**config.mk**
```make
export PLATFORM = sky130hd
export DESIGN_NAME = sdmSwitch
export DESIGN_NICKNAME = d
export VERILOG_FILES = /design/src/source/sdmPkg.sv /design/src/source/sdmSwitch.sv /design/src/source/outputPort.sv /design/src/source/dataCrossbar.sv /design/src/source/routeAllocator.sv /design/src/source/inputPort.sv
export SDC_FILE = /design/constraint.sdc
export NUM_CORES = 1
export LEC_CHECK = 0
export BUFFER_PORTS_ARGS = -buffer_cell sky130_fd_sc_hd__buf_2
export CORE_UTILIZATION = 61
export CTS_CLUSTER_DIAMETER = 120
export DETAILED_ROUTE_END_ITERATION = 16
export PLACE_DENSITY = 0.84
export SLEW_MARGIN = 15
export SYNTH_ARGS = -nofsm -noshare
export SYNTH_HDL_FRONTEND = slang
export SYNTH_SLANG_ARGS = --single-unit
```
**constraint.sdc**
```tcl
create_clock -name clk -period 4.2 [get_ports clk]
set_input_delay 1.05 -clock clk [delete_from_list [all_inputs] [get_ports clk]]
set_output_delay 1.05 -clock clk [all_outputs]
set_load 0.1 [all_outputs]
```
**src/source/sdmPkg.sv**
```systemverilog
// sdm router shared types
package sdmPkg;

   // flit geometry
   localparam int flitW    = 8;           // payload bits per flit
   localparam int numSubCh = flitW / 2;   // 1-of-4 groups per flit
   localparam int codeW    = 4 * numSubCh; // wires across all groups
   localparam int destW    = 2;           // up to four outputs

   // default router size
   localparam int defNumInputs  = 2;
   localparam int defNumOutputs = 3;

   // one payload byte
   typedef logic [flitW-1:0] flitT;

   // four one-hot groups with the lsb pair in group 0
   // all zero is the spacer between codes
   typedef logic [codeW-1:0] quadCodeT;

   // output port index
   typedef logic [destW-1:0] destT;

endpackage
```
**src/source/sdmSwitch.sv**
```systemverilog
// wormhole router switch top
`timescale 1ns/10ps

module sdmSwitch #(
   parameter int numInputs  = sdmPkg::defNumInputs,
   parameter int numOutputs = sdmPkg::defNumOutputs
) (
   input  logic                              clk,
   input  logic                              rstN,
   input  logic [numInputs-1:0]              inValid,   // flit strobes
   input  sdmPkg::flitT [numInputs-1:0]      inData,
   input  logic [numInputs-1:0]              inEof,
   input  sdmPkg::destT [numInputs-1:0]      inDest,
   output logic [numInputs-1:0]              inBusy,
   output logic [numOutputs-1:0]             outValid,  // delivery pulses
   output sdmPkg::flitT [numOutputs-1:0]     outData,
   output logic [numOutputs-1:0]             outEof
);
   import sdmPkg::*;

   quadCodeT [numInputs-1:0]             inCode;   // encoder side lines
   logic     [numInputs-1:0]             inEofW;
   logic     [numInputs-1:0]             inAck;
   logic     [numInputs-1:0]             req;      // route requests
   destT     [numInputs-1:0]             dest;
   logic     [numOutputs-1:0][numInputs-1:0] cfg;  // crossbar setting
   quadCodeT [numOutputs-1:0]            outCode;  // decoder side lines
   logic     [numOutputs-1:0]            outEofW;
   logic     [numOutputs-1:0]            outAck;

   for (genvar j = 0; j < numInputs; j++) begin : gInPort
      inputPort i_inputPort (
         .clk     (clk),
         .rstN    (rstN),
         .inValid (inValid[j]),
         .inData  (inData[j]),
         .inEof   (inEof[j]),
         .inDest  (inDest[j]),
         .inBusy  (inBusy[j]),
         .code    (inCode[j]),
         .eofWire (inEofW[j]),
         .req     (req[j]),
         .dest    (dest[j]),
         .ack     (inAck[j])
      );
   end

   routeAllocator #(
      .numInputs  (numInputs),
      .numOutputs (numOutputs)
   ) i_routeAllocator (
      .clk  (clk),
      .rstN (rstN),
      .req  (req),
      .dest (dest),
      .cfg  (cfg)
   );

   dataCrossbar #(
      .numInputs  (numInputs),
      .numOutputs (numOutputs)
   ) i_dataCrossbar (
      .inCode     (inCode),
      .inEofWire  (inEofW),
      .inAck      (inAck),
      .outCode    (outCode),
      .outEofWire (outEofW),
      .outAck     (outAck),
      .cfg        (cfg)
   );

   for (genvar o = 0; o < numOutputs; o++) begin : gOutPort
      outputPort i_outputPort (
         .clk      (clk),
         .rstN     (rstN),
         .code     (outCode[o]),
         .eofWire  (outEofW[o]),
         .ack      (outAck[o]),
         .outValid (outValid[o]),
         .outData  (outData[o]),
         .outEof   (outEof[o])
      );
   end

endmodule

```
**src/source/outputPort.sv**
```systemverilog
// output port completion and decode
`timescale 1ns/10ps

module outputPort (
   input  logic             clk,
   input  logic             rstN,
   input  sdmPkg::quadCodeT code,      // 1-of-4 lines from crossbar
   input  logic             eofWire,
   output logic             ack,       // four-phase acknowledge
   output logic             outValid,  // one-cycle delivery pulse
   output sdmPkg::flitT     outData,
   output logic             outEof     // tail flit marker
);
   import sdmPkg::*;

   typedef enum logic {
      waitData,   // expecting a full code
      waitNull    // expecting the spacer
   } outStateT;

   outStateT            state;
   logic [numSubCh-1:0] groupHot;   // one bit per group
   logic                complete;   // every group has a hot wire
   logic                allZero;    // spacer seen
   logic                capture;    // latch flit this cycle
   flitT                decoded;

   // completion and 1-of-4 to binary per group
   always_comb begin
      for (int g = 0; g < numSubCh; g++) begin
         groupHot[g]      = |code[4*g +: 4];
         decoded[2*g + 1] = code[4*g + 3] | code[4*g + 2]; // values 2 and 3
         decoded[2*g]     = code[4*g + 3] | code[4*g + 1]; // values 1 and 3
      end
   end

   assign complete = &groupHot;
   assign allZero  = ~|{code, eofWire};
   assign capture  = (state == waitData) && complete;
   assign ack      = (state == waitNull);   // high from the cycle after capture

   always_ff @(posedge clk or negedge rstN) begin
      if (!rstN) begin
         state    <= waitData;
         outValid <= 1'b0;
      end else begin
         outValid <= 1'b0;           // single pulse
         case (state)
            waitData: begin
               if (complete) begin
                  outValid <= 1'b1;
                  state    <= waitNull;
               end
            end
            waitNull: begin
               if (allZero) begin
                  state <= waitData; // ack drops next cycle
               end
            end
            default: state <= waitData;
         endcase
      end
   end

   // decoded flit held until the next capture
   always_ff @(posedge clk) begin
      if (capture) begin
         outData <= decoded;
         outEof  <= eofWire;
      end
   end

endmodule

```
**src/source/dataCrossbar.sv**
```systemverilog
// configured AND-OR data crossbar
`timescale 1ns/10ps

module dataCrossbar #(
   parameter int numInputs  = sdmPkg::defNumInputs,
   parameter int numOutputs = sdmPkg::defNumOutputs
) (
   input  sdmPkg::quadCodeT [numInputs-1:0]      inCode,     // from input ports
   input  logic [numInputs-1:0]                  inEofWire,
   output logic [numInputs-1:0]                  inAck,      // back to senders
   output sdmPkg::quadCodeT [numOutputs-1:0]     outCode,    // to output ports
   output logic [numOutputs-1:0]                 outEofWire,
   input  logic [numOutputs-1:0]                 outAck,     // from receivers
   input  logic [numOutputs-1:0][numInputs-1:0]  cfg         // row per output
);
   import sdmPkg::*;

   quadCodeT [numOutputs-1:0][numInputs-1:0] codeMask; // gated input codes
   logic     [numOutputs-1:0][numInputs-1:0] eofMask;
   logic     [numInputs-1:0][numOutputs-1:0] ackMask;  // transposed for ack

   // AND plane
   for (genvar o = 0; o < numOutputs; o++) begin : gOut
      for (genvar j = 0; j < numInputs; j++) begin : gIn
         assign codeMask[o][j] = inCode[j] & {$bits(quadCodeT){cfg[o][j]}};
         assign eofMask[o][j]  = inEofWire[j] & cfg[o][j];
         assign ackMask[j][o]  = outAck[o] & cfg[o][j];   // same cross point
      end
   end

   // OR plane toward outputs
   always_comb begin
      for (int o = 0; o < numOutputs; o++) begin
         outCode[o] = '0;
         for (int j = 0; j < numInputs; j++) begin
            outCode[o] = outCode[o] | codeMask[o][j];
         end
         outEofWire[o] = |eofMask[o];
      end
   end

   // OR plane toward inputs
   always_comb begin
      for (int j = 0; j < numInputs; j++) begin
         inAck[j] = |ackMask[j];
      end
   end

endmodule

```
**src/source/routeAllocator.sv**
```systemverilog
// round-robin output allocator
`timescale 1ns/10ps

module routeAllocator #(
   parameter int numInputs  = sdmPkg::defNumInputs,
   parameter int numOutputs = sdmPkg::defNumOutputs
) (
   input  logic                                 clk,
   input  logic                                 rstN,
   input  logic [numInputs-1:0]                 req,   // one per input
   input  sdmPkg::destT [numInputs-1:0]         dest,  // requested output
   output logic [numOutputs-1:0][numInputs-1:0] cfg    // grant matrix
);
   import sdmPkg::*;

   localparam int idxW = (numInputs > 1) ? $clog2(numInputs) : 1;

   logic [numInputs-1:0]                 inUse;   // input already granted
   logic [numOutputs-1:0][numInputs-1:0] cand;    // eligible per output
   logic [numOutputs-1:0][idxW-1:0]      ptr;     // rotating priority
   logic [numOutputs-1:0][idxW-1:0]      winner;  // chosen input
   logic [numOutputs-1:0]                found;   // some input chosen

   // which inputs hold a grant anywhere
   always_comb begin
      inUse = '0;
      for (int o = 0; o < numOutputs; o++) begin
         inUse = inUse | cfg[o];
      end
   end

   // requesters naming this output and not yet routed
   for (genvar o = 0; o < numOutputs; o++) begin : gOut
      for (genvar j = 0; j < numInputs; j++) begin : gIn
         assign cand[o][j] = req[j] && !inUse[j] && (dest[j] == destT'(o));
      end
   end

   // search from the pointer around the ring
   always_comb begin
      for (int o = 0; o < numOutputs; o++) begin
         found[o]  = 1'b0;
         winner[o] = '0;
         for (int k = 0; k < numInputs; k++) begin
            if (!found[o] && cand[o][(int'(ptr[o]) + k) % numInputs]) begin
               found[o]  = 1'b1;
               winner[o] = idxW'((int'(ptr[o]) + k) % numInputs);
            end
         end
      end
   end

   always_ff @(posedge clk or negedge rstN) begin
      if (!rstN) begin
         cfg <= '0;
         ptr <= '0;
      end else begin
         for (int o = 0; o < numOutputs; o++) begin
            if (|cfg[o]) begin
               cfg[o] <= cfg[o] & req;   // hold until tail releases req
            end else if (found[o]) begin
               cfg[o][winner[o]] <= 1'b1; // grant next cycle
               // pointer moves past the winner
               if (int'(winner[o]) == numInputs - 1) begin
                  ptr[o] <= '0;
               end else begin
                  ptr[o] <= winner[o] + 1'b1;
               end
            end
         end
      end
   end

endmodule

```
**src/source/inputPort.sv**
```systemverilog
// input port flit encoder
`timescale 1ns/10ps

module inputPort (
   input  logic             clk,
   input  logic             rstN,
   input  logic             inValid,   // one-cycle flit strobe
   input  sdmPkg::flitT     inData,    // payload byte
   input  logic             inEof,     // last flit of packet
   input  sdmPkg::destT     inDest,    // taken with first flit only
   output logic             inBusy,    // no strobe while high
   output sdmPkg::quadCodeT code,      // 1-of-4 lines to crossbar
   output logic             eofWire,   // travels beside the code
   output logic             req,       // route request to allocator
   output sdmPkg::destT     dest,      // requested output
   input  logic             ack        // returned through crossbar
);
   import sdmPkg::*;

   typedef enum logic [1:0] {
      stIdle,      // waiting for a strobe
      stDrive,     // code on the lines
      stRelease    // spacer on the lines
   } inStateT;

   inStateT  state;
   logic     accept;     // strobe taken this cycle
   logic     pktOpen;    // route held for the packet
   destT     destQ;      // route of the open packet
   quadCodeT codeNext;   // encoded inData

   // pair value picks the hot wire in each group
   function automatic quadCodeT encodeFlit(flitT d);
      quadCodeT c;
      c = '0;
      for (int g = 0; g < numSubCh; g++) begin
         c[4*g + d[2*g +: 2]] = 1'b1;   // one wire per pair
      end
      return c;
   endfunction

   assign accept   = inValid && (state == stIdle); // busy strobes dropped
   assign codeNext = encodeFlit(inData);
   assign inBusy   = (state != stIdle);
   assign req      = pktOpen;
   assign dest     = destQ;

   // four-phase sender
   always_ff @(posedge clk or negedge rstN) begin
      if (!rstN) begin
         state   <= stIdle;
         code    <= '0;        // lines start at spacer
         eofWire <= 1'b0;
         pktOpen <= 1'b0;
      end else begin
         case (state)
            stIdle: begin
               if (accept) begin
                  code    <= codeNext;   // drive code next cycle
                  eofWire <= inEof;
                  pktOpen <= 1'b1;       // raises req on first flit
                  state   <= stDrive;
               end
            end
            stDrive: begin
               if (ack) begin            // receiver has the flit
                  code    <= '0;         // return to zero
                  eofWire <= 1'b0;
                  state   <= stRelease;
                  if (eofWire) begin
                     pktOpen <= 1'b0;    // tail done so free the route
                  end
               end
            end
            stRelease: begin
               if (!ack) begin
                  state <= stIdle;       // busy drops next cycle
               end
            end
            default: state <= stIdle;
         endcase
      end
   end

   // route captured with the head flit only
   always_ff @(posedge clk) begin
      if (accept && !pktOpen) begin
         destQ <= inDest;
      end
   end

endmodule

```
; ---- Yosys cells after proc, flatten, opt, wreduce, memory -nomap -nowiden
; Cells that the tools add are included.
[totals]
regBits = 86
output_inout_bits = 32
[op_classes]
n_addsub = 12
n_lt_le_gt_ge = 28
n_eq_ne = 16
n_mux = 98
n_bitwise = 68
n_reduce_logical = 82
[ops]
columns = op, count
row1 = $ge A32 B1 Y1 const B, 6
row2 = $lt A32 B5 Y1 const B, 6
row3 = $or A16 B16 Y16, 7
row4 = $and A16 B16 Y16, 6
row5 = $mux W16, 4
row6 = $pmux W16 S2, 2
row7 = $mux W1, 60
row8 = $reduce_or A18 Y1, 3
row9 = $reduce_or A4 Y1, 12
row10 = $or A4 B16 Y16, 2
row11 = $logic_and A1 B1 Y1, 29
row12 = $demux W1 S4, 6
row13 = $mux W2, 12
row14 = $or A1 B1 Y1, 24
row15 = $add A4 B2 Y5 const A, 4
row16 = $reduce_and A4 Y1, 5
row17 = $pmux W1 S2, 7
row18 = $reduce_bool A2 Y1, 7
row19 = $and A1 B1 Y1, 12
row20 = $lt A1 B2 Y1 const B, 6
row21 = $ne A2 B1 Y1 const B, 6
row22 = $pmux W2 S3, 2
row23 = $reduce_and A3 Y1, 4
row24 = $reduce_or A2 Y1, 6
row25 = other kinds (19), 66

; ---- Depth between registers and ports, before layout
[depth]
depth_word = 18
mapped_depth = 7
ltp_nobuf = 4

; ---- Cells and area by module
; A second synthesis with hierarchy kept.
[hier_totals]
hier_cells = 372
area_unflattened_um2 = 4384.2
[modules_own_cells]
columns = module, instances, cells_each, area_each_um2
row1 = inputPort, 2, 88, 1011.0
row2 = outputPort, 3, 28, 439.2
row3 = dataCrossbar, 1, 67, 558.0
row4 = routeAllocator, 1, 45, 486.7

; ---- Worst setup path after synthesis
; OpenSTA, ideal clock, no wires.
[synth_path]
path_kind = flip-flop to output port
start = register gInPort[0].i_inputPort.state[0]
end = output port inBusy[0]
arrival_ps = 937
required_time_ps = 3150
setup_slack_ps = 2213
path_stages_with_launch = 3
path_cell_list = dfrtp_1 > or2_2 > buf_4
[synth_between]
elab_chain_len = 1
[synth_rtl]
columns = item, line_no
row1 = from (decl), inputPort.sv:26  ; inStateT state;
row2 = from (signal assigned), inputPort.sv:51  ; state <= stIdle;
row3 = from (signal assigned), inputPort.sv:62  ; state <= stDrive;
row4 = from (signal assigned), inputPort.sv:69  ; state <= stRelease;
row5 = $reduce_bool A2 Y1, inputPort.sv:44  ; assign inBusy = (state != stIdle);
row6 = to (decl), sdmSwitch.sv:14  ; output logic [numInputs-1:0] inBusy,
; No other way between the ends.

; ---- Worst setup path after layout
[layout_path]
start = register gInPort[1].i_inputPort.state[0]
end = output port inBusy[1]
[layout_between]
elab_chain_len = 1
[layout_rtl]
columns = item, line_no
row1 = from (decl), inputPort.sv:26
row2 = from (signal assigned), inputPort.sv:51
row3 = from (signal assigned), inputPort.sv:62
row4 = from (signal assigned), inputPort.sv:69
row5 = $reduce_bool A2 Y1, inputPort.sv:44
; No other way between the ends.

==> flow_summary_export.csv <==
group,metric,value,unit
power_and_ir_drop,switching_share,0.2316,
run_status,status,"complete, no violations",
run,maxCapViolations,0,
timing,setup_violations,0,
worst_setup_path,critical_path.endpoint_type,"primary output",
worst_setup_path,r2r_cells,4,
drt,wl_per_cell,18.15,um
drt,drt-total-wl,8438,um
timing,tightest_slew,838.3,ps
drt,wl_met3,441,um
clock_tree,cts_resized,0,
clock_tree,htreeDepth,3,
finish,area.growth.synth_to_final,11.27,%
timing,fin_crit,2463,ps
logic_synthesis,netlist_instances,342,
finish,fillers,449,
floorplan,io-pin-count,58,
power_and_ir_drop,p_sw,0.3536,mW
global_route,antenna_found_initial,0,
global_route,gr-total-overflow,0,
floorplan,num_rows,28,
logic_synthesis,yosys.area_share.simple,0.1596,
floorplan,die_h,82.49,um
logic_synthesis,synth.area.top_cells,"dfrtp_1 (35%), edfxtp_1 (24%), a22o_1 (8.4%)",
floorplan,floorplan.initialDensity,0.6482,
power_and_ir_drop,vdd_drop_max,0.2497,mV
logic_synthesis,synthFlopType,"dfrtp_1",
global_route,grt_max_degree,32,
timing,slew-limit-headroom,0.4359,
logic_synthesis,synth_xor_area_frac,0.004433,
worst_setup_path,required,3150,ps
global_route,grt.total_usage,0.2650,
logic_synthesis,synth_warnings,0,
placement,port_buffers,57,
drt,ant_nets,0,
clock_tree,clk_latency,350,ps
drt,drt-met1-wl,3454,um
worst_setup_path,cp_max_fo,7,
drt,vias,2995,
timing,rsz0062_at_grt,"false",
finish,regArea,0.002307,mm2
power_and_ir_drop,combPwrFrac,0.047,
logic_synthesis,synth_cell_types,39,
timing,period_share,0.5864,
drt,dr_wl_met2,4387,um
worst_setup_path,crit_start,"gInPort[1].i_inputPort.state[0]",
timing,hold_viol_final,0,
drt,viasPerCell,6.441,
floorplan,dieArea,0.006804,mm2
timing,clock-skew-final,12.61,ps
logic_synthesis,syn_area_per_cell,11.55,um2
power_and_ir_drop,p_leak,1.752,nW
worst_setup_path,arrival,1410,ps
finish,fin_nets,411,
drt,drt_iter0_markers,243,
clock_tree,cts_tree,"done",
logic_synthesis,netlist.area_leader.share,0.3483,
worst_setup_path,r2r-end,"gOutPort[1].i_outputPort.outData[7]",
logic_synthesis,synthAdderAreaFrac,0,
clock_tree,cts_setup_buffers,0,
clock_tree,numCtsBuffers,9,
logic_synthesis,async_flop_share,0.6395,
finish,multi_input_area,0.001481,mm2
drt,drc,0,
floorplan,die_w,82.49,um
worst_setup_path,reg2reg_slack,1760,ps
timing,slew_violations,0,
finish,drive_gt1_frac,0.2692,
worst_setup_path,setup.worst_path.end,"inBusy[1]",
drt,top_layer,"met4",
global_route,grt_first_pass_wirelength,13210,um
worst_setup_path,critPathLaunchType,"flip-flop",
logic_synthesis,synthesis.area,0.003951,mm2
floorplan,core,0.006096,mm2
logic_synthesis,yosysTopAreaCell,"dfrtp_1",
logic_synthesis,yosysSeqAreaShare,0.5839,
logic_synthesis,synth_edf_count,31,
logic_synthesis,ys_ff_latch,86,
clock_tree,hold_buffers,0,
logic_synthesis,synth_top_family_by_area,"compound AO/OA/AOI/OAI gates",
timing,fmax,406.0,MHz
clock_tree,clkSinkCount,86,
power_and_ir_drop,pwr-share-seq,0.576,
finish,diodes,0,
global_route,grt_pass1_vias,2728,
placement,dpl.hpwl,6118,um
worst_setup_path,r2r-start,"gInPort[0].i_inputPort.code[2]",
power_and_ir_drop,power.density,347.3,mW/mm2
clock_tree,path_clk_slew,90,ps
power_and_ir_drop,p_int,1.173,mW
worst_setup_path,worstSetupPathType,"reg -> out",
placement,gp_congestion,0.8941,
logic_synthesis,synth_compound_area_frac,0.2014,
timing,hold_slack,499.2,ps
logic_synthesis,synth_mux_area_frac,0.005700,
timing,fin_tns_setup,0,ps
min_path,min_path_type,"reg -> reg",
drt,first_pass_iters,5,
logic_synthesis,synth_nets,368,
clock_tree,root_buffer,"clkbuf_8",
power_and_ir_drop,clkPwrFrac,0.377,
clock_tree,cts_buffer_depth,2,
==> worst max-delay path, cell delays in order, from the launching register on <==
cell	delay (ps)
dfrtp_1	460
or2_2	310
buf_2	290
==> stage by stage <==
| step | setup slack, ps | utilization | total power [mW] | instance area [um2] | std cells |
|---|---|---|---|---|---|
| 2_1_floorplan | 2213 | - | 0.9258 | 3951 | 342 |
| 3_3_place_gp | 1865 | 0.6868 | 0.9653 | 4187 | 449 |
| 3_5_place_dp | 1703 | 0.6868 | 0.9680 | 4187 | 449 |
| 4_1_cts | 1674 | 0.7188 | 1.527 | 4382 | 465 |
| 5_1_grt | 1652 | 0.7213 | 1.575 | 4397 | 465 |
| 6_report | 1737 | 0.7213 | 1.527 | 4397 | 465 |
==> registers in the layout, indices dropped and copies added, names as in the netlist <==
| signal | flops |
|---|---|
| gInPort.i_inputPort.code | 32 |
| gOutPort.i_outputPort.ack | 3 |
| gOutPort.i_outputPort.outValid | 3 |
| gOutPort.i_outputPort.outEof | 3 |
| gInPort.i_inputPort.req | 2 |
| i_routeAllocator.cfg | 6 |
| gInPort.i_inputPort.eofWire | 2 |
| gOutPort.i_outputPort.outData | 24 |
| gInPort.i_inputPort.dest | 4 |
| gInPort.i_inputPort.state | 4 |
| i_routeAllocator.ptr | 3 |
==> placed cells by master (no fill, tap or decap), types with 3 or more instances in the layout <==
| cell | netlist | layout |
|---|---|---|
| a21oi_1 | 9 | 9 |
| a221oi_1 | 8 | 8 |
| a22o_1 | 38 | 38 |
| a31oi_1 | 3 | 3 |
| a32o_1 | 8 | 8 |
| and2_1 | 3 | 3 |
| buf_2 | 7 | 57 |
| clkbuf_8 | 0 | 9 |
| dfrtp_1 | 55 | 55 |
| edfxtp_1 | 31 | 31 |
| inv_1 | 7 | 7 |
| nand2_1 | 40 | 40 |
| nand2b_1 | 5 | 5 |
| nand3_1 | 3 | 3 |
| nand3b_1 | 3 | 3 |
| nor2_1 | 22 | 22 |
| nor3_2 | 0 | 3 |
| nor3b_1 | 6 | 6 |
| nor4_1 | 4 | 4 |
| nor4_2 | 4 | 4 |
| nor4b_1 | 3 | 3 |
| o21ai_0 | 13 | 13 |
| o221ai_1 | 3 | 3 |
| o31ai_1 | 10 | 10 |
| or2_2 | 18 | 18 |
==> final cells by class <==
class / instances / area share
Inverter: 7 / 0.005976
Clock inverter: 7 / 0.01622
Sequential cell: 86 / 0.5248
Multi-Input combinational cell: 223 / 0.3369
Clock buffer: 9 / 0.02817
Timing Repair Buffer: 58 / 0.06659
Tap cell: 75 / 0.02134
==> how the worst min path moves through the flow <==
stage,from,to,slack [ps],cells past startpoint
floorplan,gInPort[0].i_inputPort.code[12],gInPort[0].i_inputPort.code[12],450,2
global placement,gInPort[0].i_inputPort.code[8],gInPort[0].i_inputPort.code[8],480,2
detailed placement,gInPort[0].i_inputPort.code[12],gInPort[0].i_inputPort.code[12],490,2
CTS,gInPort[0].i_inputPort.code[12],gInPort[0].i_inputPort.code[12],510,2
global route,gInPort[0].i_inputPort.code[14],gInPort[0].i_inputPort.code[14],550,2
finish,gInPort[0].i_inputPort.code[12],gInPort[0].i_inputPort.code[12],500,2
==> cells by family (layout without fill, tap and decap cells) <==
group,after synthesis,count (layout)
AND/OR/NAND/NOR,118,118
AO/OA/AOI/OAI,101,101
flip-flops,86,86
buffers and inverters,33,81
XOR/XNOR,2,2
multiplexers,2,2
==> power by group through the flow <==
stage                     sequential [mW]  clock, mW  combinational, mW
after global placement              0.896          0             0.0694
after global routing                0.880      0.615             0.0796
after floorplan                     0.894          0             0.0315
after CTS                           0.879      0.576             0.0720
after detailed placement            0.897          0             0.0714
final                               0.879      0.576             0.0719
==> layer usage <==
layer  vias to the layer above  global-route usage
met5                         -                   0
met4                         0              0.1000
met3                        18             0.04066
met2                       128              0.4479
met1                      1475              0.3446
li1                       1374                   -
==> cells in the mapped netlist, drive strengths merged (5+ instances only) <==
cell	count
a32o	8
nor2	22
nand2	40
inv	7
a22o	38
a21oi	9
a221oi	9
nand2b	5
dfrtp	55
or2	18
edfxtp	31
nor3b	6
o31ai	11
o21ai	14
nor4	8
clkbuf	5
buf	21
Power figures use the tool's default switching activity.
